File: src/ring_params_pkg.sv
// ring parameters for the banked key multiplier
// polynomial layout over the coefficient banks, coefficient width,
// modulus 12289 with its barrett constants, block latencies
package ring_params_pkg;

    // polynomial layout
    localparam int RING_SIZE   = 64;                     // coefficients per polynomial
    localparam int PE_NUMBER   = 4;                      // processing elements
    localparam int BANK_COUNT  = 2 * PE_NUMBER;          // even and odd bank per pe
    localparam int BANK_DEPTH  = RING_SIZE / BANK_COUNT; // words per region
    localparam int INDEX_WIDTH = $clog2(BANK_DEPTH);

    // coefficient arithmetic
    localparam int COEF_WIDTH = 14;
    localparam int PROD_WIDTH = 2 * COEF_WIDTH;  // full integer product
    localparam int RING_Q     = 12289;

    // barrett reduction, shift covers the whole 28-bit product
    localparam int BARRETT_SHIFT  = 28;
    localparam int BARRETT_FACTOR = (1 << BARRETT_SHIFT) / RING_Q;  // 21843
    localparam int FACTOR_WIDTH   = $clog2(BARRETT_FACTOR + 1);     // 15 bits

    // cycles
    localparam int READ_LATENCY = 1;  // registered bank read
    localparam int MULT_LATENCY = 3;  // product, quotient, remainder stages

endpackage

File: src/core_ctrl_pkg.sv
// controller types for the banked key multiplier
// state encoding, bank address word and its region codes, sequence lengths
package core_ctrl_pkg;

    typedef enum logic [1:0] {
        ST_IDLE,
        ST_LOAD,
        ST_MULT,
        ST_DRAIN
    } ctrl_state_t;

    localparam int REGION_WIDTH = 2;
    localparam int ADDR_WIDTH   = REGION_WIDTH + ring_params_pkg::INDEX_WIDTH;

    localparam logic [REGION_WIDTH-1:0] REGION_INPUT  = 2'b00;  // loaded coefficients
    localparam logic [REGION_WIDTH-1:0] REGION_RESULT = 2'b10;  // key products

    // one address word, indexed flat by the memory, built by fields in the controller
    typedef union packed {
        logic [ADDR_WIDTH-1:0] flat;
        struct packed {
            logic [REGION_WIDTH-1:0]                  region;
            logic [ring_params_pkg::INDEX_WIDTH-1:0] index;
        } field;
    } bank_addr_t;

    // sequence lengths in cycles
    localparam int LOAD_CYCLES  = ring_params_pkg::BANK_DEPTH;
    localparam int READ_CYCLES  = 2 * ring_params_pkg::BANK_DEPTH;  // even banks then odd
    localparam int WRITE_DELAY  = ring_params_pkg::READ_LATENCY + ring_params_pkg::MULT_LATENCY;
    localparam int MULT_CYCLES  = READ_CYCLES + WRITE_DELAY;
    localparam int DRAIN_CYCLES = ring_params_pkg::BANK_DEPTH + 1;  // one extra for read latency
    localparam int CNT_WIDTH    = $clog2(MULT_CYCLES);

endpackage

File: src/core_ctrl.sv
`timescale 1ns/1ns
// sequencer for the banked key multiplier
// idle, load, mult and drain states on one cycle counter;
// the counter is delayed by read plus multiply latency to time result writes
module core_ctrl
    import ring_params_pkg::*;
    import core_ctrl_pkg::*;
(
    input  logic       clk,
    input  logic       reset,
    input  logic       load_bram,
    input  logic       start,
    output logic       load_active,
    output logic       drain_active,
    output logic       write_even,
    output logic       write_odd,
    output bank_addr_t write_addr,
    output bank_addr_t read_addr,
    output logic       lane_odd,
    output logic       done
);

    ctrl_state_t          state;
    logic [CNT_WIDTH-1:0] cnt;
    logic                 last_cycle;   // final cycle of the current state
    logic                 read_phase;   // mult reads still going out
    logic [WRITE_DELAY:1] pipe_active;  // read slot on its way to the write
    logic [INDEX_WIDTH:0] pipe_cnt [1:WRITE_DELAY];  // odd-bank bit over index

    always_comb begin
        case (state)
            ST_LOAD:  last_cycle = cnt == CNT_WIDTH'(LOAD_CYCLES - 1);
            ST_MULT:  last_cycle = cnt == CNT_WIDTH'(MULT_CYCLES - 1);
            ST_DRAIN: last_cycle = cnt == CNT_WIDTH'(DRAIN_CYCLES - 1);
            default:  last_cycle = 1'b0;
        endcase
    end

    // state and counter, requests only taken in idle
    always_ff @(posedge clk or posedge reset) begin
        if (reset) begin
            state <= ST_IDLE;
            cnt   <= '0;
        end else begin
            case (state)
                ST_IDLE: begin
                    cnt <= '0;
                    if (load_bram) begin
                        state <= ST_LOAD;  // load wins a tie
                    end else if (start) begin
                        state <= ST_MULT;
                    end
                end
                default: begin
                    if (last_cycle) begin
                        state <= (state == ST_MULT) ? ST_DRAIN : ST_IDLE;
                        cnt   <= '0;
                    end else begin
                        cnt <= cnt + 1'b1;
                    end
                end
            endcase
        end
    end

    assign read_phase = (state == ST_MULT) && (cnt < CNT_WIDTH'(READ_CYCLES));

    // delay line, stage 1 lines up with read data, last stage with the product
    always_ff @(posedge clk or posedge reset) begin
        if (reset) begin
            pipe_active <= '0;
            for (int s = 1; s <= WRITE_DELAY; s++) begin
                pipe_cnt[s] <= '0;
            end
        end else begin
            pipe_active[1] <= read_phase;
            pipe_cnt[1]    <= cnt[INDEX_WIDTH:0];
            for (int s = 2; s <= WRITE_DELAY; s++) begin
                pipe_active[s] <= pipe_active[s-1];
                pipe_cnt[s]    <= pipe_cnt[s-1];
            end
        end
    end

    // done one cycle before the first result word leaves
    always_ff @(posedge clk or posedge reset) begin
        if (reset) begin
            done <= 1'b0;
        end else begin
            done <= (state == ST_DRAIN) && (cnt == '0);
        end
    end

    assign load_active  = state == ST_LOAD;
    assign drain_active = (state == ST_DRAIN) && (cnt != '0);  // read data valid
    assign lane_odd     = pipe_cnt[READ_LATENCY][INDEX_WIDTH];

    // load fills every bank, mult writes one side at a time
    assign write_even = load_active
                     || (pipe_active[WRITE_DELAY] && !pipe_cnt[WRITE_DELAY][INDEX_WIDTH]);
    assign write_odd  = load_active
                     || (pipe_active[WRITE_DELAY] && pipe_cnt[WRITE_DELAY][INDEX_WIDTH]);

    always_comb begin
        if (load_active) begin
            write_addr.field.region = REGION_INPUT;
            write_addr.field.index  = cnt[INDEX_WIDTH-1:0];
        end else begin
            write_addr.field.region = REGION_RESULT;  // product of delayed slot
            write_addr.field.index  = pipe_cnt[WRITE_DELAY][INDEX_WIDTH-1:0];
        end
    end

    // inputs during mult, results during drain
    always_comb begin
        read_addr.field.region = (state == ST_DRAIN) ? REGION_RESULT : REGION_INPUT;
        read_addr.field.index  = cnt[INDEX_WIDTH-1:0];
    end

    assert property (@(posedge clk) disable iff (reset) done |=> !done)
        else $error("done held for more than one cycle");

    assert property (@(posedge clk) disable iff (reset)
        state == ST_MULT |-> !(write_even && write_odd))
        else $error("even and odd banks written together during mult");

    assert property (@(posedge clk) disable iff (reset)
        start && state != ST_IDLE && !last_cycle |=> state == $past(state))
        else $error("start while busy changed the state");

endmodule

File: config.mk
export PLATFORM = sky130hd
export DESIGN_NAME = core_ctrl
export DESIGN_NICKNAME = d
export VERILOG_FILES = /design/src/ring_params_pkg.sv /design/src/core_ctrl_pkg.sv /design/src/core_ctrl.sv
export SDC_FILE = /design/constraint.sdc
export NUM_CORES = 1
export LEC_CHECK = 0
export BUFFER_PORTS_ARGS = -buffer_cell sky130_fd_sc_hd__buf_2
export CORE_ASPECT_RATIO = 2
export CORE_UTILIZATION = 30
export CTS_BUF_LIST = sky130_fd_sc_hd__clkbuf_4 sky130_fd_sc_hd__clkbuf_8
export CTS_CLUSTER_SIZE = 28
export DETAILED_ROUTE_END_ITERATION = 10
export MAX_ROUTING_LAYER = met4
export SETUP_SLACK_MARGIN = 0.3
export SLEW_MARGIN = 20
export SYNTH_ARGS = -nofsm -noshare
export SYNTH_HDL_FRONTEND = slang
export SYNTH_SLANG_ARGS = --single-unit
File: constraint.sdc
create_clock -name clk -period 2.58 [get_ports clk]
set_clock_uncertainty 0.15 [all_clocks]
set_input_delay 0.258 -clock clk [delete_from_list [all_inputs] [get_ports clk]]
set_output_delay 0.258 -clock clk [all_outputs]
set_load 0.03 [all_outputs]
==> Word-level counts from Yosys, hierarchy flattened <==
Cells that the tools add are included.
{ "totals": {"word_cells": 40, "memories": 0, "latch_bits": 0, "input_bits": 4, "rom_bits": 0, "output_inout_bits": 16, "reg_bits": 28, "mem_bits_rw": 0} }
{ "classes": {"muxes": 10, "bitwise_logic": 0, "mul": 0, "n_div": 0, "n_shift": 0, "n_lt_le_gt_ge": 1, "reduce_logical": 13, "eq_ne": 7, "add_sub_neg": 1} }
{ "op_table": {"columns": ["operator", "n"], "rows": [
  ["$mux W5", 3],
  ["$mux W2", 6],
  ["$add A5 B1 Y5 const B", 1],
  ["$eq A5 B3 Y1 const B", 1],
  ["$eq A5 B4 Y1 const B", 1],
  ["$eq A5 B5 Y1 const B", 1],
  ["$logic_and A1 B1 Y1", 5],
  ["$logic_not A5 Y1", 1],
  ["$lt A5 B5 Y1 const B", 1],
  ["$reduce_bool A5 Y1", 1],
  ["$eq A2 B2 Y1 const B", 2],
  ["$ne A3 B3 Y1 const B", 1],
  ["$pmux W1 S3", 1],
  ["$eq A2 B1 Y1 const B", 1],
  ["$logic_not A2 Y1", 1],
  ["$logic_or A1 B1 Y1", 2],
  ["$reduce_and A2 Y1", 1],
  ["$reduce_bool A2 Y1", 1],
  ["$logic_not A1 Y1", 1]
]} }

==> Logic depth before layout (Yosys ltp) <==
Gate-level depths: netlist of the first run.
{ "depth": {"depth_word": 4, "mapped_depth": 7, "mapped_depth_nobuf": 6} }

==> Worst setup path after synthesis of the first run <==
No wires, ideal clock.
{ "synth_timing": {"kind": "reg2out", "from": "reg state[1]", "to": "out write_addr[0] (netlist bit)", "setup_slack_ps": 728, "required_time_ps": 2172, "path_buffers": 2, "arrival_time_ps": 1444, "path_stages_with_launch": 5, "cell_sequence": "dfrtp_1 buf_6 nand2b_4 buf_8 o21ai_0"} }
{ "synth_lines": {"columns": ["item", "line", "source"], "rows": [
  ["start, declared", "core_ctrl.sv:23", "ctrl_state_t state;"],
  ["start signal, assigned", "core_ctrl.sv:56", "state <= (state == ST_MULT) ? ST_DRAIN : ST_IDLE;"],
  ["end, declared", "core_ctrl.sv:17", "output bank_addr_t write_addr,"]
]} }

==> reports/metrics.yaml, run 1 <==
setup_path:
  reg2reg_from: "state[1]"
  cpPeakStageDelay_ps: 460
  crit_path_end_kind: "output port"
  critical_path_required_ps: 2170
  cp.arrival_ps: 1470
  worstPathCellList: "nand2b_4 > mux2_2 > buf_2"
  cp_top_family: "flip-flops"
  criticalPathCategory: "reg -> out"
  worstPathMaxFanout: 10
  worstSetupStartpoint: "state[1]"
  critPathLaunchType: "flop"
  cp_slowest_cell: "dfrtp_1"
  worst-path-buf-inv: 1
routing:
  ant_nets: 0
  drt_wl_total_um: 1817
  drtPass1Iterations: 4
  wl_per_cell_um: 11.88
  drc: 0
  drt_iter0_drc: 14
  via_per_inst: 4.379
  vias: 670
final_layout:
  diodes: 0
  drive_above_1_share_pct: 24.04
  fin_nets: 112
  final_cells: 153
  final.fill_count: 374
  syn_to_final_growth_pct: 11.59
yosys:
  synthDistinctLibCells: 27
  yosys_warnings: 0
  synthFlopType: "dfrtp_1"
  synth.cell_area_um2: 1112
  synthCells: 90
  async_flop_share_pct: 100.0
  yosysSeqAreaShare_pct: 62.99
  synth-edff-count: 0
  synth_area_per_cell_um2: 12.36
  ys_ff_latch: 28
outcome:
  status: "complete, no violations"
clock_tree:
  root_buffer: "clkbuf_8"
  cts_buffer_depth: 2
  cts_resized: 0
  cts_tree: "done"
  cts.clk_slew.worst_paths_ps: 90
  clkSinkCount: 28
  numCtsBuffers: 3
  insertion_delay_ps: 270
  post_cts.repair.setup_buffers: 0
  htree_levels: 1
sta:
  tns_ps: 0
  fmax_ghz: 0.5312
  setup_viol: 0
  slew_viol_final: 0
  hold_viol: 0
  rsz0062_at_grt: "false"
  post-route-min-period_ps: 1883
  min_period_over_period_pct: 72.97
placed_design:
  portBuffers: 17
  dp_cells: 148
  dp_hpwl_um: 1360
  gp_congestion: 0.7637
grt:
  gr-usage-all-layers_pct: 11.23
  antenna_found_initial: 0
  first_global_vias: 689
  grt_start_max_net_pins: 29
  grt_pass1_wl_um: 3063
  overflow: 0
floorplan:
  dieWidth_um: 45.06
  die-area_um2: 3970
  num_io_pins: 20
  fp.dieH_um: 88.11
  start_util_pct: 31.17
  fp.coreArea_um2: 3568
  placementRows: 31
worst_hold_path:
  hp-class: "in -> reg"
  hp-start: "start"
job:
  cap_viol_max_count: 0
==> per-stage QoR <==
stage / area [um2] / hold WS, ps / setup slack, ps / util, %
floorplan: 1116 / 173.4 / 728.2 / -
global placement: 1176 / 174.2 / 899.2 / 32.96
detailed placement: 1176 / 185.0 / 790.7 / 32.96
CTS: 1241 / 92.19 / 644.2 / 34.78
global route: 1241 / 93.58 / 567.2 / 34.78
finish: 1241 / 90.81 / 697.3 / 34.78
==> worst paths after layout <==
kind / endpoint / slack [ps] / cells past startpoint
worst max register to register: state[0] / 750 / 6
worst min register to register: pipe_cnt[9] / 210 / 0
worst max-delay path: write_addr[2] / 700 / 3
min in group asynchronous: cnt[4] / 430 / 4
max in group asynchronous: pipe_cnt[5] / 1600 / 4
worst min-delay path: state[1] / 90 / 3
==> cell usage after synthesis, types with 2 or more instances <==
master	instances	area [um2]
nor4_1	2	12.51
inv_1	8	30.03
ha_1	3	37.54
xnor2_1	2	17.52
dfrtp_1	28	700.7
a21oi_1	3	15.01
buf_6	3	33.78
nand3_1	2	10.01
nor2_1	5	18.77
nor3_1	3	15.01
o21ai_0	3	15.01
nand2_1	8	30.03
buf_4	6	45.04
==> layout make-up <==
type	instances	area (um2)	area share [%]
Sequential cell	28	700.7	56.45
Timing Repair Buffer	19	102.6	8.266
Clock buffer	4	55.05	4.435
Inverter	8	30.03	2.419
Tap cell	49	61.31	4.940
Multi-Input combinational cell	45	291.5	23.49
==> cell usage in the layout, fill, tap and decap left out, drive strengths merged <==
master       count
mux2             1
nand2b           1
nand4b           1
mux2i            1
conb             2
o21ai            3
nor3b            1
a31oi            1
ha               3
nor3             3
a21oi            3
nor2             5
buf             18
xor2             1
clkbuf           4
dfrtp           28
nor4b            1
or4              1
nand3            2
dlygate4sd3      1
and3             1
xnor2            2
nor4             2
nand2            8
o32ai            1
and4             1
inv              8
==> flip-flops by register name, summed over array words and instances, names as in the netlist <==
signal       flops
cnt              5
done             1
lane_odd         1
pipe_active      4
pipe_cnt        15
state            2
==> kinds of logic after synthesis <==
group / Yosys count / share of synthesized area [%]
buffers and inverters: 18 / 11.14
and+or+nand+nor: 27 / 13.84
xor gates and xnor gates: 3 / 2.363
DFF: 28 / 62.99
muxes: 2 / 1.912
adders and majority gates: 3 / 3.375
AOI/OAI and AO/OA: 8 / 4.049
other: 1 / 0.3371
==> per-layer routing <==
layer / vias to the layer above / wire length (um) / GRT usage [%]
met1: 335 / 689 / 12.22
li1: 312 / - / -
met2: 19 / 1014 / 17.92
met4: 0 / 38 / 6.887
met5: - / 0 / -
met3: 4 / 74 / 2.474
==> worst reg2reg max path, cell delays in order, from the launching register on <==
cell,delay (ps)
dfrtp_1,460
inv_1,120
nor2_1,50
ha_1,330
nand2_1,60
or4_1,430
a21oi_1,160
==> what timing repair did <==
item / CTS / global route
endpoints found under the setup margin: 0 / 0
hold endpoints to repair: 28 / 0
hold buffers: 1 / 0
Power of run 1 is not shown: default switching activity piles up to over one toggle a cycle in this logic, so the estimate is an artifact.
==> run 2: changes to the inputs <==
==> constraint.sdc (replaced) <==
create_clock -name clk -period 1.7 [get_ports clk]
set_clock_uncertainty 0.15 [all_clocks]
set_input_delay 0.17 -clock clk [delete_from_list [all_inputs] [get_ports clk]]
set_output_delay 0.17 -clock clk [all_outputs]
set_load 0.03 [all_outputs]
==> run 2 against run 1 <==
  * The run now ends with negative setup slack left
  * Global-route usage rose by 1.9 points
  * Highest routed layer unchanged
  * Routed wire length is 27% higher
  * Sequential cell count stayed put
  * Final cell count increased by 14%
  * Final area rose by 30%
  * Sequential share of layout area shrank 13 points
  * First-iteration DRC count up 7.1%
  * Worst hold slack worse by 1.7 ps
  * Core utilization up 11 points
  * Worst setup slack worse by 720 ps
  * Non-clock buffer count up 22
==> reports/metrics.yaml, run 2 (synthesis gave the netlist of run 1 again) <==
worst_hold_path:
  hp-class: "in -> reg"  # unchanged
  hp-start: "load_bram"  # was start
  hold_depth: 4  # was 3
  holdPathEnd: "state[1]"  # unchanged
power_and_ir_drop:
  p_switching_mw: 1.478
  total_power_mw: 3.722
  peakVddDrop_uv: 763.1
  power.clock.fraction_pct: 13.7
  leakage_nw: 0.7519
  power_density_nw_per_um2: 2300
  intPower_mw: 2.244
  p_comb_share_pct: 56.5
  p_seq_share_pct: 29.8
  switching_share_pct: 39.71
final_layout:
  diodes: 0  # unchanged
  final.fill_count: 333  # was 374
  drive_above_1_share_pct: 53.97  # was 24.04%
  layout_common_cells: "dfrtp_1 (24), buf_4 (19), buf_6 (12), buf_2 (8), nand2_1 (7)"  # was dfrtp_1 (28), buf_2 (17), inv_1 (8), nand2_1 (8), nor2_1 (5)
  multi_input_area_um2: 411.6  # was 291.5 um2
  syn_to_final_growth_pct: 45.44  # was 11.59%
  fin_nets: 134  # was 112
  seq_area_um2: 705.7  # was 700.7 um2
  reg_top3: "pipe_cnt: 15 flops, cnt: 5 flops, pipe_active: 4 flops"  # unchanged
  top_register: "pipe_cnt"  # unchanged
  final_common_cell: "dfrtp_1"  # unchanged
  largest_reg_flops: 15  # unchanged
grt:
  gr-usage-all-layers_pct: 13.10  # was 11.23%
  grt_start_max_net_pins: 29  # unchanged
  gr-usage-met2_pct: 23.85  # was 17.92%
  first_global_vias: 789  # was 689
  grt_pass1_wl_um: 3629  # was 3063 um
  antenna_found_initial: 0  # unchanged
  use_met3_pct: 2.474  # unchanged
  grt_busiest_layer: "met2"  # unchanged
  overflow: 0  # unchanged
  use_met1_pct: 12.11  # was 12.22%
clock_tree:
  htree_levels: 1  # unchanged
  cts.clk_slew.worst_paths_ps: 90  # about the same
  cts_buffer_depth: 2  # unchanged
  insertion_delay_ps: 270  # about the same
  root_buffer: "clkbuf_8"  # unchanged
  cts_tree: "done"  # unchanged
  numCtsBuffers: 3  # unchanged
  clkSinkCount: 28  # unchanged
floorplan:
  fp.coreArea_um2: 3568  # unchanged
  num_io_pins: 20  # unchanged
  placementRows: 31  # unchanged
  dieWidth_um: 45.06  # unchanged
  start_util_pct: 31.17  # unchanged
  die-area_um2: 3970  # unchanged
  fp.dieH_um: 88.11  # unchanged
routing:
  drc: 0  # unchanged
  drtPass1Iterations: 4  # unchanged
  ant_nets: 0  # unchanged
  vias: 765  # was 670
  via_per_inst: 4.371  # was 4.379
  drt_iter0_drc: 15  # was 14
  wl_per_cell_um: 13.19  # was 11.88 um
  drt_wl_total_um: 2309  # was 1817 um
sta:
  setup_viol: 8  # was 0
  tns_ps: -111.9  # was 0 ps
  min_period_over_period_pct: 101.5
  fmax_ghz: 0.5793
  rsz0062_at_grt: "true"  # was false
  holdWs_ps: 89.13  # was 90.81 ps
  post-route-min-period_ps: 1726
  slew_viol_final: 0  # unchanged
  hold_viol: 0  # unchanged
  fin_ws_ps: -26.30  # was 697.3 ps
placed_design:
  gp_congestion: 0.7308  # was 0.7637
  dp_hpwl_um: 1417  # was 1360 um
  portBuffers: 17  # unchanged
setup_path:
  cp.arrival_ps: 1760  # was 1470 ps
  crit_path_end_kind: "flop"  # was output port
  critical_path_required_ps: 1730  # was 2170 ps
  worst-path-buf-inv: 3  # was 1
  critPathLaunchType: "flop"  # unchanged
  cp_slowest_cell: "dfrtp_1"  # unchanged
  worstPathMaxFanout: 6  # was 10
  worstPathCellList: "buf_6 > buf_6 > buf_6 > nand4b_1 > o32ai_4 > and3_4 > nor4b_2"  # was nand2b_4 > mux2_2 > buf_2
  criticalPathCategory: "reg -> reg"  # was reg -> out
  cp_top_family: "simple AND/OR/NAND/NOR gates"  # was flip-flops
  rr_endpoint: "cnt[1]"  # was state[0]
  r2r_slack_ps: -30  # was 750 ps
  rr_worst_depth: 7  # was 6
  crit_path_frequent_cell: "buf_6"
  cpPeakStageDelay_ps: 410  # was 460 ps
  reg2reg_from: "state[1]"  # unchanged
job:
  cap_viol_max_count: 0  # unchanged
outcome:
  violations: "negative setup slack"
  status: "complete, but fails checks"  # was complete, no violations
-- run 2: cell types whose count changed in the layout (fill, tap and decap cells not counted), moves of 3 or more --
cell	delta
dfrtp_1	-4
buf_6	+12
dfrtp_2	+4
inv_1	-3
o21ai_0	-3
buf_4	+18
buf_2	-9
inv_2	+3
-- run 2: layout make-up --
cell class,count,area share [%]
multi-input cells,45,25.44
well taps,49,3.790
repair buffers,41,20.88
clock inverters,1,1.856
inverters,8,1.856
flip-flops and latches,28,43.62
clock buffers,3,2.552
-- run 2: layer usage --
layer / vias to the layer above / share of wire [%] / wire length [um]
li1: 361 / - / -
met1: 373 / 35 / 810
met2: 21 / 58 / 1346
met3: 10 / 2.9 / 67
met4: 0 / 3.7 / 85
met5: - / 0 / 0
-- run 2: power groups by stage --
stage	sequential (mW)	combinational, mW	clock [mW]
floorplan	1.08	1.17	0
global placement	1.12	1.35	0
detailed placement	1.13	1.37	0
CTS	1.11	2.01	0.522
global route	1.14	2.24	0.549
finish	1.11	2.10	0.509
-- run 2: timing repair --
item                                    CTS  global route
gates resized for setup                  38             7
cloned                                    0             0
hold buffers                              2             0
pin swaps                                 5             5
endpoints found under the hold margin    29             0
buffers inserted                         14             1
endpoints found under the setup margin   16            16
-- run 2: per-stage QoR --
stage                     cells  setup WS (ps)  instance area (um2)  utilization [%]
after global routing        175         -66.55                 1618            45.34
after floorplan              91          66.70                 1144                -
final                       175         -26.30                 1618            45.34
after CTS                   174         -21.96                 1577            44.18
after detailed placement    154          31.10                 1249            34.99
after global placement      154          121.2                 1249            34.99
-- run 2: worst max path at each step --
stage | startpoint | endpoint | slack [ps] | cells after the start
detailed placement | cnt[0] | state[0] | 30 | 4
CTS | state[1] | write_addr[2] | -20 | 4
global placement | state[1] | cnt[1] | 120 | 5
floorplan | state[1] | state[0] | 70 | 7
global route | state[1] | cnt[1] | -70 | 7
finish | state[1] | cnt[1] | -30 | 7
-- run 2: tightest hold or removal path: stages --
cell     delay [ps]
buf_2            90
nor2_1           30
a21oi_1         130
nor2_1           50
Note: power is estimated with default switching activity, not from simulation.
==> run 3: changes to the inputs <==
==> constraint.sdc (replaced) <==
create_clock -name clk -period 1.8 [get_ports clk]
set_clock_uncertainty 0.15 [all_clocks]
set_input_delay 0.18 -clock clk [delete_from_list [all_inputs] [get_ports clk]]
set_output_delay 0.18 -clock clk [all_outputs]
set_load 0.03 [all_outputs]
==> run 3 against run 2 <==
  * Sequential cell count unchanged
  * Worst setup slack better by 70 ps
  * Worst hold slack got worse by 66 ps
  * The run now ends clean
  * First-iteration DRC count decreased by 20%
  * Critical endpoint is now state[0]
  * Routed wire length rose by 9.9%
  * Maximum frequency is 1.7% lower
  * Die area is the same
  * Final area barely moved
  * Count of clock-buffer cells in the layout grew 1
  * Largest cell class unchanged
  * Global-route usage down 0.059 points
  * Non-clock buffer count shrank 5
==> reports/metrics.yaml, run 3 (synthesis gave the netlist of run 1 again) <==
floorplan:
  fp.coreArea_um2: 3568  # unchanged
  placementRows: 31  # unchanged
  die-area_um2: 3970  # unchanged
  fp.dieH_um: 88.11  # unchanged
  num_io_pins: 20  # unchanged
  start_util_pct: 31.17  # unchanged
  dieWidth_um: 45.06  # unchanged
sta:
  tns_ps: 0  # was -111.9 ps
  rsz0062_at_grt: "true"  # unchanged
  post-route-min-period_ps: 1756  # was 1726 ps
  fmax_ghz: 0.5694  # was 0.5793 GHz
  min_period_over_period_pct: 97.56  # was 101.5%
  hold_viol: 0  # unchanged
  slew_viol_final: 0  # unchanged
  setup_viol: 0  # was 8
  holdWs_ps: 23.38  # was 89.13 ps
final_layout:
  syn_to_final_growth_pct: 45.33  # was 45.44%
  final_common_cell: "dfrtp_1"  # unchanged
  fin_nets: 129  # was 134
  diodes: 0  # unchanged
  drive_above_1_share_pct: 62.81  # was 53.97%
  reg_top3: "pipe_cnt: 15 flops, cnt: 5 flops, pipe_active: 4 flops"  # unchanged
  top_register: "pipe_cnt"  # unchanged
  design_area_um2: 1617  # was 1618 um2
  largest_reg_flops: 15  # unchanged
  layout_common_cells: "dfrtp_1 (22), buf_4 (14), buf_6 (13), buf_2 (8), dfrtp_2 (6)"  # was dfrtp_1 (24), buf_4 (19), buf_6 (12), buf_2 (8), nand2_1 (7)
  final_cells: 170  # was 175
placed_design:
  portBuffers: 17  # unchanged
  dp_cells: 149  # was 154
  gp_congestion: 0.7455  # was 0.7308
  placed_area_um2: 1199  # was 1249 um2
  dp_hpwl_um: 1386  # was 1417 um
clock_tree:
  cts_tree: "done"  # unchanged
  insertion_delay_ps: 280  # was 270 ps
  cts_buffer_depth: 2  # unchanged
  root_buffer: "clkbuf_8"  # unchanged
  clkSinkCount: 28  # unchanged
  numCtsBuffers: 3  # unchanged
  cts.clk_slew.worst_paths_ps: 90  # about the same
  htree_levels: 1  # unchanged
setup_path:
  worstPathCellList: "inv_2 > nor2_2 > ha_4 > nand2_1 > or4_4 > a21oi_2"  # was buf_6 > buf_6 > buf_6 > nand4b_1 > o32ai_4 > and3_4 > nor4b_2
  cp_top_family: "simple AND/OR/NAND/NOR gates"  # unchanged
  worst-path-buf-inv: 1  # was 3
  worstPathMaxFanout: 5  # was 6
  cp_slowest_cell: "dfrtp_2"  # was dfrtp_1
  critical_path_required_ps: 1860  # was 1730 ps
  crit_path_end_kind: "flop"  # unchanged
  critPathLaunchType: "flop"  # unchanged
  cp.arrival_ps: 1810  # was 1760 ps
  criticalPathCategory: "reg -> reg"  # unchanged
  cpPeakStageDelay_ps: 470  # was 410 ps
routing:
  drtPass1Iterations: 4  # unchanged
  wl_per_cell_um: 14.92  # was 13.19 um
  vias: 771  # was 765
  ant_nets: 0  # unchanged
  drt_iter0_drc: 12  # was 15
  via_per_inst: 4.535  # was 4.371
  drc: 0  # unchanged
  drt_wl_total_um: 2537  # was 2309 um
grt:
  gr-usage-all-layers_pct: 13.04  # was 13.10%
  first_global_vias: 769  # was 789
  overflow: 0  # unchanged
  grt_start_max_net_pins: 29  # unchanged
  antenna_found_initial: 0  # unchanged
  grt_pass1_wl_um: 3477  # was 3629 um
job:
  cap_viol_max_count: 0  # unchanged
outcome:
  status: "complete, no violations"  # was complete, but fails checks
worst_hold_path:
  hp-class: "in -> reg"  # unchanged
==> run 3: cell types whose count changed in the layout (fill, tap and decap cells not counted), moves of 2 or more <==
cell / change
nand2_2: +3
dfrtp_1: -2
nor2_4: +2
dfrtp_2: +2
nand2_1: -5
buf_4: -5
nand2_4: +2
==> run 3: repair_timing <==
action / in CTS / in global routing
hold buffers: 1 / 0
pin swaps: 1 / 10
endpoints found under the setup margin: 15 / 16
gates cloned: 0 / 0
buffers inserted: 7 / 9
resized for setup: 28 / 37
hold endpoints to repair: 28 / 0
==> run 3: per-layer routing <==
metal / vias up / routed length [um] / share of wire, % / GRT usage, %
met5: - / 0 / 0 / -
met2: 18 / 1545 / 61 / 24.37
met1: 397 / 860 / 34 / 10.62
met4: 0 / 85 / 3.4 / 10.19
met3: 8 / 45 / 1.8 / 1.237
li1: 348 / - / - / -
==> run 3: path summary, 6_finish.rpt <==
path	startpoint	end	slack [ps]	cells after the start
max	state[1]	state[0]	40	6
max reg2reg	state[1]	state[0]	40	6
min	start	state[1]	20	3
max in group asynchronous	reset	cnt[3]	870	4
min in group asynchronous	reset	pipe_cnt[0]	340	4
min reg2reg	pipe_cnt[6]	pipe_cnt[2]	200	0
==> run 3: layout make-up <==
| class | count | area (um2) |
|---|---|---|
| timing repair buffer | 36 | 301.5 |
| sequential | 28 | 708.2 |
| fill | 329 | 1952 |
| tap | 49 | 61.31 |
| inverter | 8 | 30.03 |
| multi-input combinational | 45 | 460.4 |
| clock buffer | 4 | 55.05 |
==> run 3: per-stage QoR <==
stage | utilization (%) | setup slack (ps)
2_1_floorplan | - | 166.7
3_3_place_gp | 33.59 | 150.3
3_5_place_dp | 33.59 | 58.19
4_1_cts | 39.24 | 108.7
5_1_grt | 45.30 | 22.98
6_report | 45.30 | 43.90
==> run 3: worst min-delay path, delay by kind of cell <==
family | cells | cell delay, ps
simple gates | 1 | 100
buf+inv | 1 | 80
compound gates | 1 | 50
Power of run 3 is left out for the same reason.
